--- src/l1dc_settings.svh ---
// ==============================
// L1 D-cache sync settings
// Geometry and buffer sizing for the
// write-back sweep subsystem
// ==============================

`ifndef L1DC_SETTINGS_SVH
`define L1DC_SETTINGS_SVH

// Set index width, 16 sets
`define L1DC_IDX_LEN 4
`define L1DC_TAG_LEN 6
`define L1DC_DATA_W 32
// Write-back buffer entries, power of two
`define L1DC_WBB_DEPTH 4
// L2 line address is tag then index
`define L1DC_ADDR_W (`L1DC_TAG_LEN + `L1DC_IDX_LEN)

`endif
--- src/memory_pkg.sv ---
// ==============================
// Memory subsystem types
// Structs and state enums shared by
// the L1 D-cache sync blocks
// ==============================

`include "l1dc_settings.svh"

package memory_pkg;

  // Sweep request towards the line array
  typedef struct packed {
    logic                     valid;
    logic [`L1DC_IDX_LEN-1:0] idx;
  } upd_l1dc_req_t;

  // One direct-mapped line, 40 bits
  typedef struct packed {
    logic                     valid;
    logic                     dirty;
    logic [`L1DC_TAG_LEN-1:0] tag;
    logic [`L1DC_DATA_W-1:0]  data;
  } l1dc_line_t;

  // Environment fill write
  typedef struct packed {
    logic                     valid;
    logic [`L1DC_IDX_LEN-1:0] idx;
    l1dc_line_t               line;
  } l1dc_fill_t;

  // Queued write-back, addr is {tag, idx}
  typedef struct packed {
    logic [`L1DC_ADDR_W-1:0] addr;
    logic [`L1DC_DATA_W-1:0] data;
  } wbb_entry_t;

  // L2 write strobe
  typedef struct packed {
    logic                    valid;
    logic [`L1DC_ADDR_W-1:0] addr;
    logic [`L1DC_DATA_W-1:0] data;
  } l2_wr_t;

  typedef enum logic [1:0] {
    upd_idle, upd_updating, upd_wait_buf, upd_done
  } upd_state_e;

  typedef enum logic {
    chk_read_wait, chk_inspect
  } chk_state_e;

endpackage

--- src/l1dc_sync_top.sv ---
// ==============================
// L1 D-cache to L2 sync top
// Sweep, line array, check stage and
// write-back buffer
// ==============================

`timescale 1ns/1ps
`include "l1dc_settings.svh"

module l1dc_sync_top (
  input  logic                   clk_i,
  input  logic                   rst_ni,
  input  logic                   synch_l1dc_l2c_i,
  input  memory_pkg::l1dc_fill_t fill_i,
  input  logic                   l2_busy_i,
  output memory_pkg::l2_wr_t     l2_wr_o,
  output logic                   l2c_update_done_o
);

  memory_pkg::upd_l1dc_req_t upd_l1dc_req;
  memory_pkg::l1dc_line_t    rd_line;
  memory_pkg::wbb_entry_t    wbb_entry;

  logic                     en_cnt;
  logic                     clr_dirty;
  logic [`L1DC_IDX_LEN-1:0] clr_idx;
  logic                     wbb_push;
  logic                     wbb_full;
  logic                     wbb_empty;

  // Sweep control (d0 requests)
  update_l2_block u_update_l2_block (
    .clk_i             (clk_i),
    .rst_ni            (rst_ni),
    .synch_l1dc_l2c_i  (synch_l1dc_l2c_i),
    .en_cnt_i          (en_cnt),
    .wbb_empty_i       (wbb_empty),
    .upd_l1dc_req_o    (upd_l1dc_req),
    .l2c_update_done_o (l2c_update_done_o)
  );

  l1dc_line_array u_line_array (
    .clk_i          (clk_i),
    .rst_ni         (rst_ni),
    .fill_i         (fill_i),
    .upd_l1dc_req_i (upd_l1dc_req),
    .clr_dirty_i    (clr_dirty),
    .clr_idx_i      (clr_idx),
    .rd_line_o      (rd_line)
  );

  // d1
  l1dc_check_stage u_check_stage (
    .clk_i          (clk_i),
    .rst_ni         (rst_ni),
    .upd_l1dc_req_i (upd_l1dc_req),
    .rd_line_i      (rd_line),
    .wbb_full_i     (wbb_full),
    .en_cnt_o       (en_cnt),
    .clr_dirty_o    (clr_dirty),
    .clr_idx_o      (clr_idx),
    .wbb_push_o     (wbb_push),
    .wbb_entry_o    (wbb_entry)
  );

  write_back_buffer u_wbb (
    .clk_i     (clk_i),
    .rst_ni    (rst_ni),
    .push_i    (wbb_push),
    .entry_i   (wbb_entry),
    .l2_busy_i (l2_busy_i),
    .full_o    (wbb_full),
    .empty_o   (wbb_empty),
    .l2_wr_o   (l2_wr_o)
  );

endmodule

--- src/write_back_buffer.sv ---
// ==============================
// Write-back buffer
// Small FIFO of dirty lines, drained to
// L2 one per cycle when L2 is not busy
// ==============================

`timescale 1ns/1ps
`include "l1dc_settings.svh"

module write_back_buffer (
  input  logic                   clk_i,
  input  logic                   rst_ni,
  // From the check stage
  input  logic                   push_i,
  input  memory_pkg::wbb_entry_t entry_i,
  // L2 back-pressure level
  input  logic                   l2_busy_i,
  output logic                   full_o,
  output logic                   empty_o,
  output memory_pkg::l2_wr_t     l2_wr_o
);

  localparam int unsigned DEPTH = `L1DC_WBB_DEPTH;
  localparam int unsigned PTR_W = $clog2(DEPTH);

  memory_pkg::wbb_entry_t mem_q [DEPTH];

  logic [PTR_W-1:0] wr_ptr_q;
  logic [PTR_W-1:0] rd_ptr_q;
  logic [PTR_W:0]   count_q;
  logic             pop;

  assign empty_o = (count_q == '0);
  assign full_o  = (count_q == (PTR_W + 1)'(DEPTH));

  // Head leaves in any cycle L2 can take it
  assign pop = !empty_o && !l2_busy_i;

  // Entry storage
  always_ff @(posedge clk_i) begin
    if (push_i) begin
      mem_q[wr_ptr_q] <= entry_i;
    end
  end

  // Pointers wrap naturally, depth is a power of two
  always_ff @(posedge clk_i or negedge rst_ni) begin
    if (!rst_ni) begin
      wr_ptr_q <= '0;
      rd_ptr_q <= '0;
    end else begin
      if (push_i) wr_ptr_q <= wr_ptr_q + 1'b1;
      if (pop)    rd_ptr_q <= rd_ptr_q + 1'b1;
    end
  end

  // Occupancy
  // The check stage never pushes into a full buffer
  always_ff @(posedge clk_i or negedge rst_ni) begin
    if (!rst_ni) begin
      count_q <= '0;
    end else begin
      case ({push_i, pop})
        2'b10:   count_q <= count_q + 1'b1;
        2'b01:   count_q <= count_q - 1'b1;
        default: count_q <= count_q;
      endcase
    end
  end

  // L2 strobe straight from the head register
  // Entry pushed in one cycle is visible the next
  assign l2_wr_o.valid = pop;
  assign l2_wr_o.addr  = mem_q[rd_ptr_q].addr;
  assign l2_wr_o.data  = mem_q[rd_ptr_q].data;

endmodule

--- src/l1dc_check_stage.sv ---
// ==============================
// Sync check stage (d1)
// Inspects each swept line and pushes
// dirty ones into the write-back buffer
// ==============================

`timescale 1ns/1ps
`include "l1dc_settings.svh"

module l1dc_check_stage (
  input  logic                      clk_i,
  input  logic                      rst_ni,
  input  memory_pkg::upd_l1dc_req_t upd_l1dc_req_i,
  // Registered line for the current index
  input  memory_pkg::l1dc_line_t    rd_line_i,
  input  logic                      wbb_full_i,
  // Advance the sweep
  output logic                      en_cnt_o,
  // Dirty clear back to the array
  output logic                      clr_dirty_o,
  output logic [`L1DC_IDX_LEN-1:0]  clr_idx_o,
  // Buffer push
  output logic                      wbb_push_o,
  output memory_pkg::wbb_entry_t    wbb_entry_o
);

  memory_pkg::chk_state_e state_d, state_q;

  // Line holds data not yet in L2
  logic needs_wb;

  assign needs_wb = rd_line_i.valid && rd_line_i.dirty;

  always_comb begin
    state_d    = state_q;
    en_cnt_o   = 1'b0;
    wbb_push_o = 1'b0;
    case (state_q)
      // Array read of the new index in flight
      memory_pkg::chk_read_wait: begin
        if (upd_l1dc_req_i.valid) state_d = memory_pkg::chk_inspect;
      end
      memory_pkg::chk_inspect: begin
        if (!upd_l1dc_req_i.valid) begin
          state_d = memory_pkg::chk_read_wait;
        end else if (!needs_wb) begin
          // Clean or invalid, nothing to write
          en_cnt_o = 1'b1;
          state_d  = memory_pkg::chk_read_wait;
        end else if (!wbb_full_i) begin
          wbb_push_o = 1'b1;
          en_cnt_o   = 1'b1;
          state_d    = memory_pkg::chk_read_wait;
        end
        // Buffer full, hold the same index
      end
      default: state_d = memory_pkg::chk_read_wait;
    endcase
  end

  always_ff @(posedge clk_i or negedge rst_ni) begin
    if (!rst_ni) begin
      state_q <= memory_pkg::chk_read_wait;
    end else begin
      state_q <= state_d;
    end
  end

  // Clear together with the push
  assign clr_dirty_o = wbb_push_o;
  assign clr_idx_o   = upd_l1dc_req_i.idx;

  // L2 address from stored tag and swept index
  assign wbb_entry_o.addr = {rd_line_i.tag, upd_l1dc_req_i.idx};
  assign wbb_entry_o.data = rd_line_i.data;

endmodule

--- src/l1dc_line_array.sv ---
// ==============================
// L1 D-cache line array
// Line storage with fill writes, a registered
// sweep read and dirty-bit clearing
// ==============================

`timescale 1ns/1ps
`include "l1dc_settings.svh"

module l1dc_line_array (
  input  logic                      clk_i,
  input  logic                      rst_ni,
  // Environment fill port
  input  memory_pkg::l1dc_fill_t    fill_i,
  // Sweep read request
  input  memory_pkg::upd_l1dc_req_t upd_l1dc_req_i,
  // Dirty clear from the check stage
  input  logic                      clr_dirty_i,
  input  logic [`L1DC_IDX_LEN-1:0]  clr_idx_i,
  output memory_pkg::l1dc_line_t    rd_line_o
);

  localparam int unsigned NUM_SETS = 1 << `L1DC_IDX_LEN;

  memory_pkg::l1dc_line_t lines_q [NUM_SETS];
  memory_pkg::l1dc_line_t rd_line_q;

  // Line storage
  // All sets start invalid and clean
  always_ff @(posedge clk_i or negedge rst_ni) begin
    if (!rst_ni) begin
      for (int i = 0; i < NUM_SETS; i++) begin
        lines_q[i] <= '0;
      end
    end else begin
      if (fill_i.valid) begin
        lines_q[fill_i.idx] <= fill_i.line;
      end
      // Line was handed to the buffer
      // Fills never overlap a sweep, so no conflict here
      if (clr_dirty_i) begin
        lines_q[clr_idx_i].dirty <= 1'b0;
      end
    end
  end

  // Registered sweep read
  // Line for idx shows up one cycle after the request
  always_ff @(posedge clk_i) begin
    if (upd_l1dc_req_i.valid) begin
      rd_line_q <= lines_q[upd_l1dc_req_i.idx];
    end
  end

  assign rd_line_o = rd_line_q;

endmodule

--- src/update_l2_block.sv ---
// ==============================
// L2 update sweep
// Walks every set index on a sync request,
// waits for the buffer to drain, pulses done
// ==============================

`timescale 1ns/1ps
`include "l1dc_settings.svh"

module update_l2_block #(
  parameter int unsigned IDX_LEN = `L1DC_IDX_LEN
) (
  input  logic                      clk_i,
  input  logic                      rst_ni,
  // Sync request from the system
  input  logic                      synch_l1dc_l2c_i,
  // From the check stage
  input  logic                      en_cnt_i,
  // Buffer drained
  input  logic                      wbb_empty_i,
  output memory_pkg::upd_l1dc_req_t upd_l1dc_req_o,
  output logic                      l2c_update_done_o
);

  memory_pkg::upd_state_e state_d, state_q;

  logic [IDX_LEN-1:0] cnt_q;
  // Last set reached
  logic               tc;

  // Index counter
  // Only moves while sweeping, wraps back to 0 after the last set
  always_ff @(posedge clk_i or negedge rst_ni) begin
    if (!rst_ni) begin
      cnt_q <= '0;
    end else if (en_cnt_i && state_q == memory_pkg::upd_updating) begin
      cnt_q <= cnt_q + 1'b1;
    end
  end

  assign tc = &cnt_q;

  // Control unit
  always_comb begin
    state_d = state_q;
    case (state_q)
      memory_pkg::upd_idle: begin
        if (synch_l1dc_l2c_i) state_d = memory_pkg::upd_updating;
      end
      memory_pkg::upd_updating: begin
        // Leave once the last set has been handled
        if (tc && en_cnt_i) state_d = memory_pkg::upd_wait_buf;
      end
      memory_pkg::upd_wait_buf: begin
        if (wbb_empty_i) state_d = memory_pkg::upd_done;
      end
      memory_pkg::upd_done: begin
        state_d = memory_pkg::upd_idle;
      end
      default: state_d = memory_pkg::upd_idle;
    endcase
  end

  always_ff @(posedge clk_i or negedge rst_ni) begin
    if (!rst_ni) begin
      state_q <= memory_pkg::upd_idle;
    end else begin
      state_q <= state_d;
    end
  end

  // Request held valid for the whole sweep
  assign upd_l1dc_req_o.valid = (state_q == memory_pkg::upd_updating);
  assign upd_l1dc_req_o.idx   = cnt_q;
  // One-cycle done pulse
  assign l2c_update_done_o    = (state_q == memory_pkg::upd_done);

endmodule

--- config.mk ---
export PLATFORM = sky130hd
export DESIGN_NAME = l1dc_sync_top
export DESIGN_NICKNAME = d
export VERILOG_FILES = /design/src/memory_pkg.sv /design/src/l1dc_sync_top.sv /design/src/write_back_buffer.sv /design/src/l1dc_check_stage.sv /design/src/l1dc_line_array.sv /design/src/update_l2_block.sv
export VERILOG_INCLUDE_DIRS = /design/src
export SDC_FILE = /design/constraint.sdc
export NUM_CORES = 1
export LEC_CHECK = 0
export CORE_MARGIN = 3
export CORE_UTILIZATION = 60
export DETAILED_ROUTE_END_ITERATION = 16
export DONT_BUFFER_PORTS = 1
export PLACE_DENSITY = 0.76
export SYNTH_ARGS = -nofsm -noshare
export SYNTH_HDL_FRONTEND = slang
export SYNTH_SLANG_ARGS = --single-unit
export TNS_END_PERCENT = 100
--- constraint.sdc ---
create_clock -name clk_i -period 6.41 [get_ports clk_i]
set_input_delay 0 -clock clk_i [delete_from_list [all_inputs] [get_ports clk_i]]
set_output_delay 0 -clock clk_i [all_outputs]
set_load 0.01 [all_outputs]
**Word-level counts from Yosys, hierarchy flattened**

Memory sizes are Yosys's and may differ from the RTL's.
Cells that the tools add are included.

- Output and inout bits: 44
- Bits in writable memories: 168
- Memories kept: 1
- Bits in registers: 694
- Input bits: 49

- $lt $le $gt $ge: 4
- Bitwise logic cells: 3
- Reduce and logical (&&, ||, !) cells: 13
- Add/subtract/negate cells: 5
- Equality and inequality tests: 9
- Mux-type cells: 30

Memories:

| memory | words | bits a word | rd ports | clocked after memory_dff | write ports | RTL line | source |
|---|---|---|---|---|---|---|---|
| u_wbb.mem_q | 4 | 42 | 1 | 0 | 1 | write_back_buffer.sv:26 | `memory_pkg::wbb_entry_t mem_q [DEPTH];` |

Operator list:

| cell | number |
|---|---|
| $bwmux 640 | 2 |
| $mux 640 | 2 |
| $demux 40 s4 | 2 |
| $bmux 40 s4 | 1 |
| $mux 40 | 3 |
| $mux 39 | 1 |
| $mux 1 | 13 |
| $ge 5x5->1 const B | 2 |
| $lt 5x1->1 const B | 2 |
| $not 4->5 | 2 |
| $pmux 2 s4 | 1 |
| $eq 2x2->1 const B | 3 |
| $logic_and 1x1->1 | 6 |
| $mux 2 | 3 |
| $pmux 3 s2 | 1 |
| $add 2x1->2 const B | 2 |
| $add 4x1->4 const B | 1 |
| $eq 2x1->1 const B | 2 |
| $ne 2x2->1 const B | 2 |
| $reduce_and 4->1 | 1 |
| $add 3x1->3 const B | 1 |
| $eq 3x3->1 const B | 1 |
| $logic_not 3->1 | 1 |
| $reduce_and 3->1 | 1 |
| other kinds (7) | 8 |

**Logic depth before layout (Yosys ltp)**

Gate-level depths: netlist of run 1.

- Depth after elaboration: 9
- Gate-level depth with buffers: 12
- Mapped depth without buffers: 11

**By module**

From an unflattened synthesis of run 1, not the netlist that was laid out.

- Cells, all modules: 2,189
- Area total of the unflattened synthesis: 37,283.3 µm²

Modules (own cells, without submodules):

| module | seq. area each (µm²) | cells an instance | instances | area an instance (µm²) |
|---|---|---|---|---|
| l1dc_line_array | 17,216.5 | 1,849 | 1 | 30,007.5 |
| write_back_buffer | 5,220.0 | 258 | 1 | 6,532.5 |
| l1dc_check_stage | 25.0 | 53 | 1 | 406.6 |
| update_l2_block | 150.1 | 29 | 1 | 336.6 |

**Worst setup path before layout of run 1**

OpenSTA, ideal clock, no wires.

- Kind: reg2reg
- Start: register u_update_l2_block.state_q[1]
- End: memory u_wbb.mem_q[0][0] (netlist bit), enable pin
- Library setup time: 0.403 ns
- Path buffers: 0
- Data arrival time: 3.153 ns
- Slack: 2.853 ns
- Stages on the path, launching flop included: 6
- Path through: dfrtp_1 -> inv_1 -> ha_1 -> nand2_1 -> nor3_1 -> and2_1

- Word-level cells in the longest chain between the ends: 5

Ends and longest elaborated chain:

| element | RTL line | source |
|---|---|---|
| start, declared | update_l2_block.sv:25 | `memory_pkg::upd_state_e state_d, state_q;` |
| start signal, assigned | update_l2_block.sv:66 | `state_q <= memory_pkg::upd_idle;` |
| start signal, assigned | update_l2_block.sv:68 | `state_q <= state_d;` |
| $eq 2x1->1 | update_l2_block.sv:73 | `assign upd_l1dc_req_o.valid = (state_q == memory_pkg::upd_updating);` |
| $mux 1 | l1dc_check_stage.sv:44 | `if (!upd_l1dc_req_i.valid) begin` |
| $mux 1 | l1dc_check_stage.sv:38 | `case (state_q)` |
| $mux 1 | write_back_buffer.sv:41 | `if (push_i) begin` |
| $mux 1 (not written as such) | write_back_buffer.sv:42 | `mem_q[wr_ptr_q] <= entry_i;` |
| end, declared | write_back_buffer.sv:26 |  |

No other way between the ends.

**Final worst setup path of run 1**

- Start: register u_update_l2_block.state_q[1]
- End: memory u_wbb.mem_q[3][15] (netlist bit), enable pin

The elaborated chain is that of the path after synthesis.

==> summary.md, run 1 <==
| Metric | Value |
|---|---|
| Max Root-Sink Buffers | `3` |
| Cell area after layout | `between 40000 and 50000 sq um` |
| Clock buffer count from CTS | `85` |
| Syn Nets | `2173` |
| Detailed Route Iter0 Violations | `between 1500 and 2000` |
| Endpoints failing hold | `approximately 650` |
| Post-route setup TNS | `0 ns` |
| First-pass GRT wire length | `125000 um` |
| DP HPWL | `41200 um` |
| Startpoint types | `register` |
| I/O pins | `between 90 and 100` |
| Pleak | `approximately 0.017 uW` |
| Critical-path cell list | `inv_1 > ha_2 > buf_4 > nand2_1 > nor3_4 > and2_2` |
| Failing checks | `hold timing, slew limit` |
| Filler cell count | `3920` |
| Post-route ant nets | `0` |
| Initial antenna violation count | `7` |
| Reg2reg path depth | `6` |
| Maximum Capacitance Violations | `0` |
| Multi-input gate area | `approximately 14000 sq um` |
| Final WL | `81500 um` |
| Number of I/O port buffers | `0` |
| Largest net degree at the start of global routing | `655` |
| Setup Fix Bufs, Post-CTS | `0` |
| Htree depth | `3` |
| CTS root buf | `clkbuf_16` |
| CORE AREA | `60700 sq um` |
| Worst vdd ir | `between 300 and 400 uV` |
| Slowest cell on the critical path | `and2_2` |
| Post-synthesis cell type count | `36` |
| Reg-to-Reg Start | `u_update_l2_block.state_q[1]` |
| Clk_lat worst skew | `approximately 0.63 ns` |
| Initial core utilization | `0.610` |
| Slew margin rel. | `-0.628` |
| Final max-slew violation count | `roughly 420` |
| Largest area contributor in the netlist | `dfrtp_1` |
| WL/cell | `27.7 um` |
| Syn Inst Count | `2110` |
| GPL Wtd Cong | `0.714` |
| Synth area leaders | `dfrtp_1 44%, edfxtp_1 17%, mux2_2 15%` |
| Seq cells post-synth | `~860` |
| Worst-path fanout max | `44` |
| Fin nets | `around 2100` |
| Total number of vias | `19200` |
| Fin Clk Skew | `0.0215 ns` |
| Clock transition at path regs | `0.06 ns` |
| Worst Tran Pin Value | `around 2.4 ns` |
| FF+latch area | `22600 sq um` |
| Worst setup margin | `~2.7 ns` |
| Final Power | `17400 uW` |
| Clock sink count | `862` |
| Final hold slack | `-0.907 ns` |
| Drc violations | `0` |
| Die area | `between 60000 and 70000 sq um` |
| Status | `complete, but fails checks` |
| Top-area cell type share of the netlist area | `0.442` |
| Peak Freq | `between 0.2 and 0.3 GHz` |
| CP Capture Type | `register` |
| Final setup vio count | `0` |
| RSZ-0062 raised after global routing | `false` |
| DRT Pass-1 Iters | `5` |
| Max stage delay on crit path | `around 1.0 ns` |
| CTS resizes | `0` |
| Hold Buf Count CTS | `42` |
| Share of cells above drive strength 1 | `0.450` |
| Die W | `~250 um` |
| Vias in the first global route | `around 20000` |
| Worst EP required | `6.64 ns` |
| CTS tree | `built` |
| Worst setup startpoint | `u_update_l2_block.state_q[1]` |
| PwrDens | `around 430 nW/um^2` |
| Total GRT Usage | `0.257` |
| Avg Cell Area, Syn | `about 18 sq um` |
| Register area share after synthesis | `0.610` |
| Synth-to-Final Area Change | `9.64%` |
| Remaining Overflow, GRT | `0` |
| Die height | `255 um` |
| Tcrit/Tclk final | `0.584` |
| Post-place instance area | `around 37000 sq um` |
| Hold/Removal Path Class | `in2async` |
| Yosys warns | `0` |
| Vias per Instance | `around 6.5` |
| Synthesized cell area | `37100 sq um` |
| Crit Path Category | `reg2reg` |
| Site row count | `90` |
| Worst EP arrival | `3.98 ns` |
| Min Tclk post-route | `~3.7 ns` |
| DP Worst Slack | `between 2 and 2.5 ns` |
[cells in the final DEF, fill, tap and decap left out, drive strengths merged]
master	netlist	layout
xor2	3	3
bufinv	0	3
or3	3	3
clkbuf	79	127
buf	100	25
clkinvlp	0	2
a41o	1	1
dlygate4sd3	0	42
nand2b	4	4
fa	1	1
and3	1	1
and2	5	5
a22oi	80	80
mux2	625	625
o21ai	2	2
edfxtp	208	208
a31oi	17	17
diode	0	5
mux4	202	202
dfrtp	654	654
inv	10	13
nand3	2	2
nand4	1	1
mux2i	18	18
nor2	14	14
ha	13	13
nand3b	4	4
nor3	2	2
xnor2	6	6
nand4b	1	1
clkinv	0	22
nor3b	2	2
nor2b	3	3
nand2	49	49
[cells in the mapped netlist (all sizes together)]
master	n
a22oi	80
a31oi	17
a41o	1
and2	5
and3	1
buf	100
clkbuf	79
dfrtp	654
edfxtp	208
fa	1
ha	13
inv	10
mux2	625
mux2i	18
mux4	202
nand2	49
nand2b	4
nand3	2
nand3b	4
nand4	1
nand4b	1
nor2	14
nor2b	3
nor3	2
nor3b	2
o21ai	2
or3	3
xnor2	6
xor2	3
[final cells by class]
type                    count  area share
well taps                 782      0.0241
multi-input cells        1059       0.335
clock buffers             127      0.0612
flip-flops and latches    862       0.557
inverters                  10    0.000924
clock inverters            30     0.00613
diodes                      5    0.000308
repair buffers             67      0.0159
[logic make-up after synthesis]
family,count (synthesis),share of synthesized area
DFF,862,0.610
muxes,845,0.325
buffers and inverters,189,0.0262
AOI/OAI and AO/OA,100,0.0196
and+or+nand+nor,91,0.0114
adders and majority gates,14,0.00493
xor gates and xnor gates,9,0.00213
[critical path, delay by kind of cell, from the launching register on]
kind / cells / cell delay [ns]
flip-flops: 1 / 0.42
AND/OR/NAND/NOR: 3 / 2.02
adder cells (fa/ha/maj): 1 / 0.16
buffers and inverters: 2 / 0.70
[routing by layer]
metal / GRT usage / wire length (um) / part of all wire / up-vias
met3: 0.0451 / 5390 / 0.066 / 141
met1: 0.382 / 35900 / 0.44 / 10500
li1: - / - / - / 7968
met2: 0.400 / 38300 / 0.47 / 601
met5: 0 / 27 / 0.00033 / -
met4: 0.0698 / 1800 / 0.022 / 4
[stage by stage]
| stage | utilization | instances |
|---|---|---|
| CTS | 0.669 | 2937 |
| global placement | 0.617 | 2738 |
| detailed placement | 0.617 | 2738 |
| floorplan | - | 2110 |
| finish | 0.669 | 2942 |
| global route | 0.669 | 2942 |
[path summary, 6_finish.rpt]
check                                     end  slack, ns
hold / removal                      async pin      -0.91
setup reg to reg           u_wbb.mem_q[3][15]       2.67
max in group asynchronous           async pin       5.40
setup / recovery           u_wbb.mem_q[3][15]       2.67
min in group clk_i                   register       0.08
hold reg to reg                      register       0.49
[report_power, final]
part / leakage, uW / internal (uW) / switching [uW]
sequential: 0.00991 / 7060 / 997
combinational: 0.00537 / 2490 / 1970
clock: 0.00135 / 2810 / 2050
No activity file was read; power rests on OpenSTA's default activity.
==> run 2: changes to the inputs <==
==> constraint.sdc (replaced) <==
create_clock -name clk_i -period 3.6 [get_ports clk_i]
set_input_delay 0 -clock clk_i [delete_from_list [all_inputs] [get_ports clk_i]]
set_output_delay 0 -clock clk_i [all_outputs]
set_load 0.01 [all_outputs]
==> run 2 against run 1 <==
Net effect:
- the run still ends with hold timing, slew limit left
- first-iteration DRC count increased by 2.1%
- clock power is 88% higher
- core utilization grew 0.71 points
- fmax up 53%
- sequential share of layout area shrank 0.58 points
==> summary.md, run 2 (same netlist as run 1, synthesis figures left out) <==
| Metric | Value |
|---|---|
| Clk_lat worst skew | `between 0.6 and 0.7 ns` |
| Die W | `between 200 and 300 um` |
| Endpoints failing hold | `654` |
| Pleak | `0.0168 uW` |
| CORE AREA | `60700 sq um` |
| Metal3 WL | `around 5000 um` |
| CTS root buf | `clkbuf_16` |
| DP HPWL | `between 40000 and 50000 um` |
| DRT Pass-1 Iters | `5` |
| Min Tclk post-route | `approximately 2.4 ns` |
| Largest net degree at the start of global routing | `around 660` |
| Final Power | `about 32000 uW` |
| Vias per Instance | `about 6.5` |
| Status | `complete, but fails checks` |
| Worst EP arrival | `~2.9 ns` |
| Detailed Route Iter0 Violations | `about 1600` |
| CTS resizes | `0` |
| Synth-to-Final Area Change | `10.8%` |
| Clock transition at path regs | `~0.06 ns` |
| Share of cells above drive strength 1 | `0.457` |
| Clock buffer count from CTS | `83` |
| Failing checks | `hold timing, slew limit` |
| Clock sink count | `about 860` |
| Setup Fix Bufs, Post-CTS | `0` |
| Startpoint types | `register` |
| Final WL | `82100 um` |
| Initial core utilization | `0.610` |
| CP Capture Type | `register` |
| Die height | `255 um` |
| Slew margin rel. | `-0.769` |
| Worst vdd ir | `485 uV` |
| RSZ-0062 raised after global routing | `false` |
| Total number of vias | `just under 20000` |
| First-pass GRT wire length | `roughly 130000 um` |
| PwrDens | `~770 nW/um^2` |
| Worst EP required | `4.10 ns` |
| Maximum Capacitance Violations | `0` |
| Post-route setup TNS | `0 ns` |
| Initial antenna violation count | `10` |
| Number of I/O port buffers | `0` |
| Vias in the first global route | `20700` |
| Total GRT Usage | `0.261` |
| Post-route ant nets | `0` |
| Most common cell after layout, fill and taps aside | `dfrtp_1` |
| Die area | `around 65000 sq um` |
| Worst Tran Pin Value | `between 2 and 3 ns` |
| Max Root-Sink Buffers | `3` |
| Metal1 wirelength | `between 30000 and 40000 um` |
| I/O pins | `just over 90` |
| Crit Path Category | `reg2reg` |
| Remaining Overflow, GRT | `0` |
| Fin Clk Skew | `between 0.015 and 0.02 ns` |
| Met2 WL | `a little under 40000 um` |
| WL/cell | `27.7 um` |
| Final setup vio count | `0` |
| Final max-slew violation count | `about 360` |
| CTS tree | `built` |
| Drc violations | `0` |
| Top Layer Used | `met5` |
| Hold/Removal Path Class | `in2async` |
| Site row count | `90` |
| Tcrit/Tclk final | `0.678` |
| Worst-path fanout max | `between 40 and 50` |
| Peak Freq | `0.410 GHz` |
| Final hold slack | `-0.891 ns` |
| Most frequent cells in the layout | `650 x dfrtp_1, 508 x mux2_2, 208 x edfxtp_1, 202 x mux4_2, 87 x clkbuf_16` |
| Htree depth | `3` |
| Fin nets | `roughly 2200` |
| Hold Buf Count CTS | `46` |
| GPL Wtd Cong | `0.729` |
[run 2: changes by cell type in the layout (fill, tap and decap cells not counted), moves of 2 or more]
cell / change
buf_12: +6
buf_4: +15
bufinv_16: +6
clkbuf_1: -2
clkbuf_4: -2
clkbuf_8: +5
clkinv_1: -6
clkinv_2: -4
dlygate4sd3_1: +4
[run 2: path summary, 6_finish.rpt]
path                                              start                           end  slack (ns)  cells after the start
max in group asynchronous                        rst_ni                     async pin        2.41                      0
min in group clk_i                           fill_i[42]                      register        0.03                      2
max reg2reg                u_update_l2_block.state_q[1]  u_update_l2_block.state_q[1]        1.16                      7
min                                              rst_ni                     async pin       -0.89                      0
min reg2reg                                    register                      register        0.49                      1
max                        u_update_l2_block.state_q[1]  u_update_l2_block.state_q[1]        1.16                      7
[run 2: worst max-delay path, stage by stage (launching register included)]
cell and delay (ns):
dfrtp_1 0.41, inv_1 0.10, ha_2 0.19, buf_4 0.72, nor2b_1 0.24, a41o_1 0.14, nand4b_1 0.17, mux2_2 0.35
[run 2: final cells by class]
class	count	area, sq um
diodes	6	15.0
clock buffers	127	2510
clock inverters	27	387
fillers	3841	19600
inverters	10	37.5
multi-input cells	1059	13600
flip-flops and latches	862	22600
well taps	782	978
repair buffers	92	918
[run 2: metal layers]
metal | GRT usage | vias up
met5 | 0 | -
met4 | 0.0691 | 8
met3 | 0.0474 | 127
met2 | 0.402 | 502
met1 | 0.392 | 10600
li1 | - | 8012
[run 2: metrics by stage]
step,instances,util,area (sq um),setup slack (ns)
3_5_place_dp,2759,0.621,37700,1.21
6_report,2965,0.676,41100,1.16
3_3_place_gp,2759,0.621,37700,1.25
5_1_grt,2963,0.676,41100,1.03
2_1_floorplan,2110,-,37100,0.0434
4_1_cts,2959,0.676,41000,1.13
[run 2: where the power goes]
group	leakage [uW]	total [uW]	internal, uW	switching (uW)
Combinational	0.00552	8050	4560	3490
Sequential	0.00991	14400	12600	1810
Clock	0.00142	9120	5460	3660
Total	0.0168	31600	22600	8960
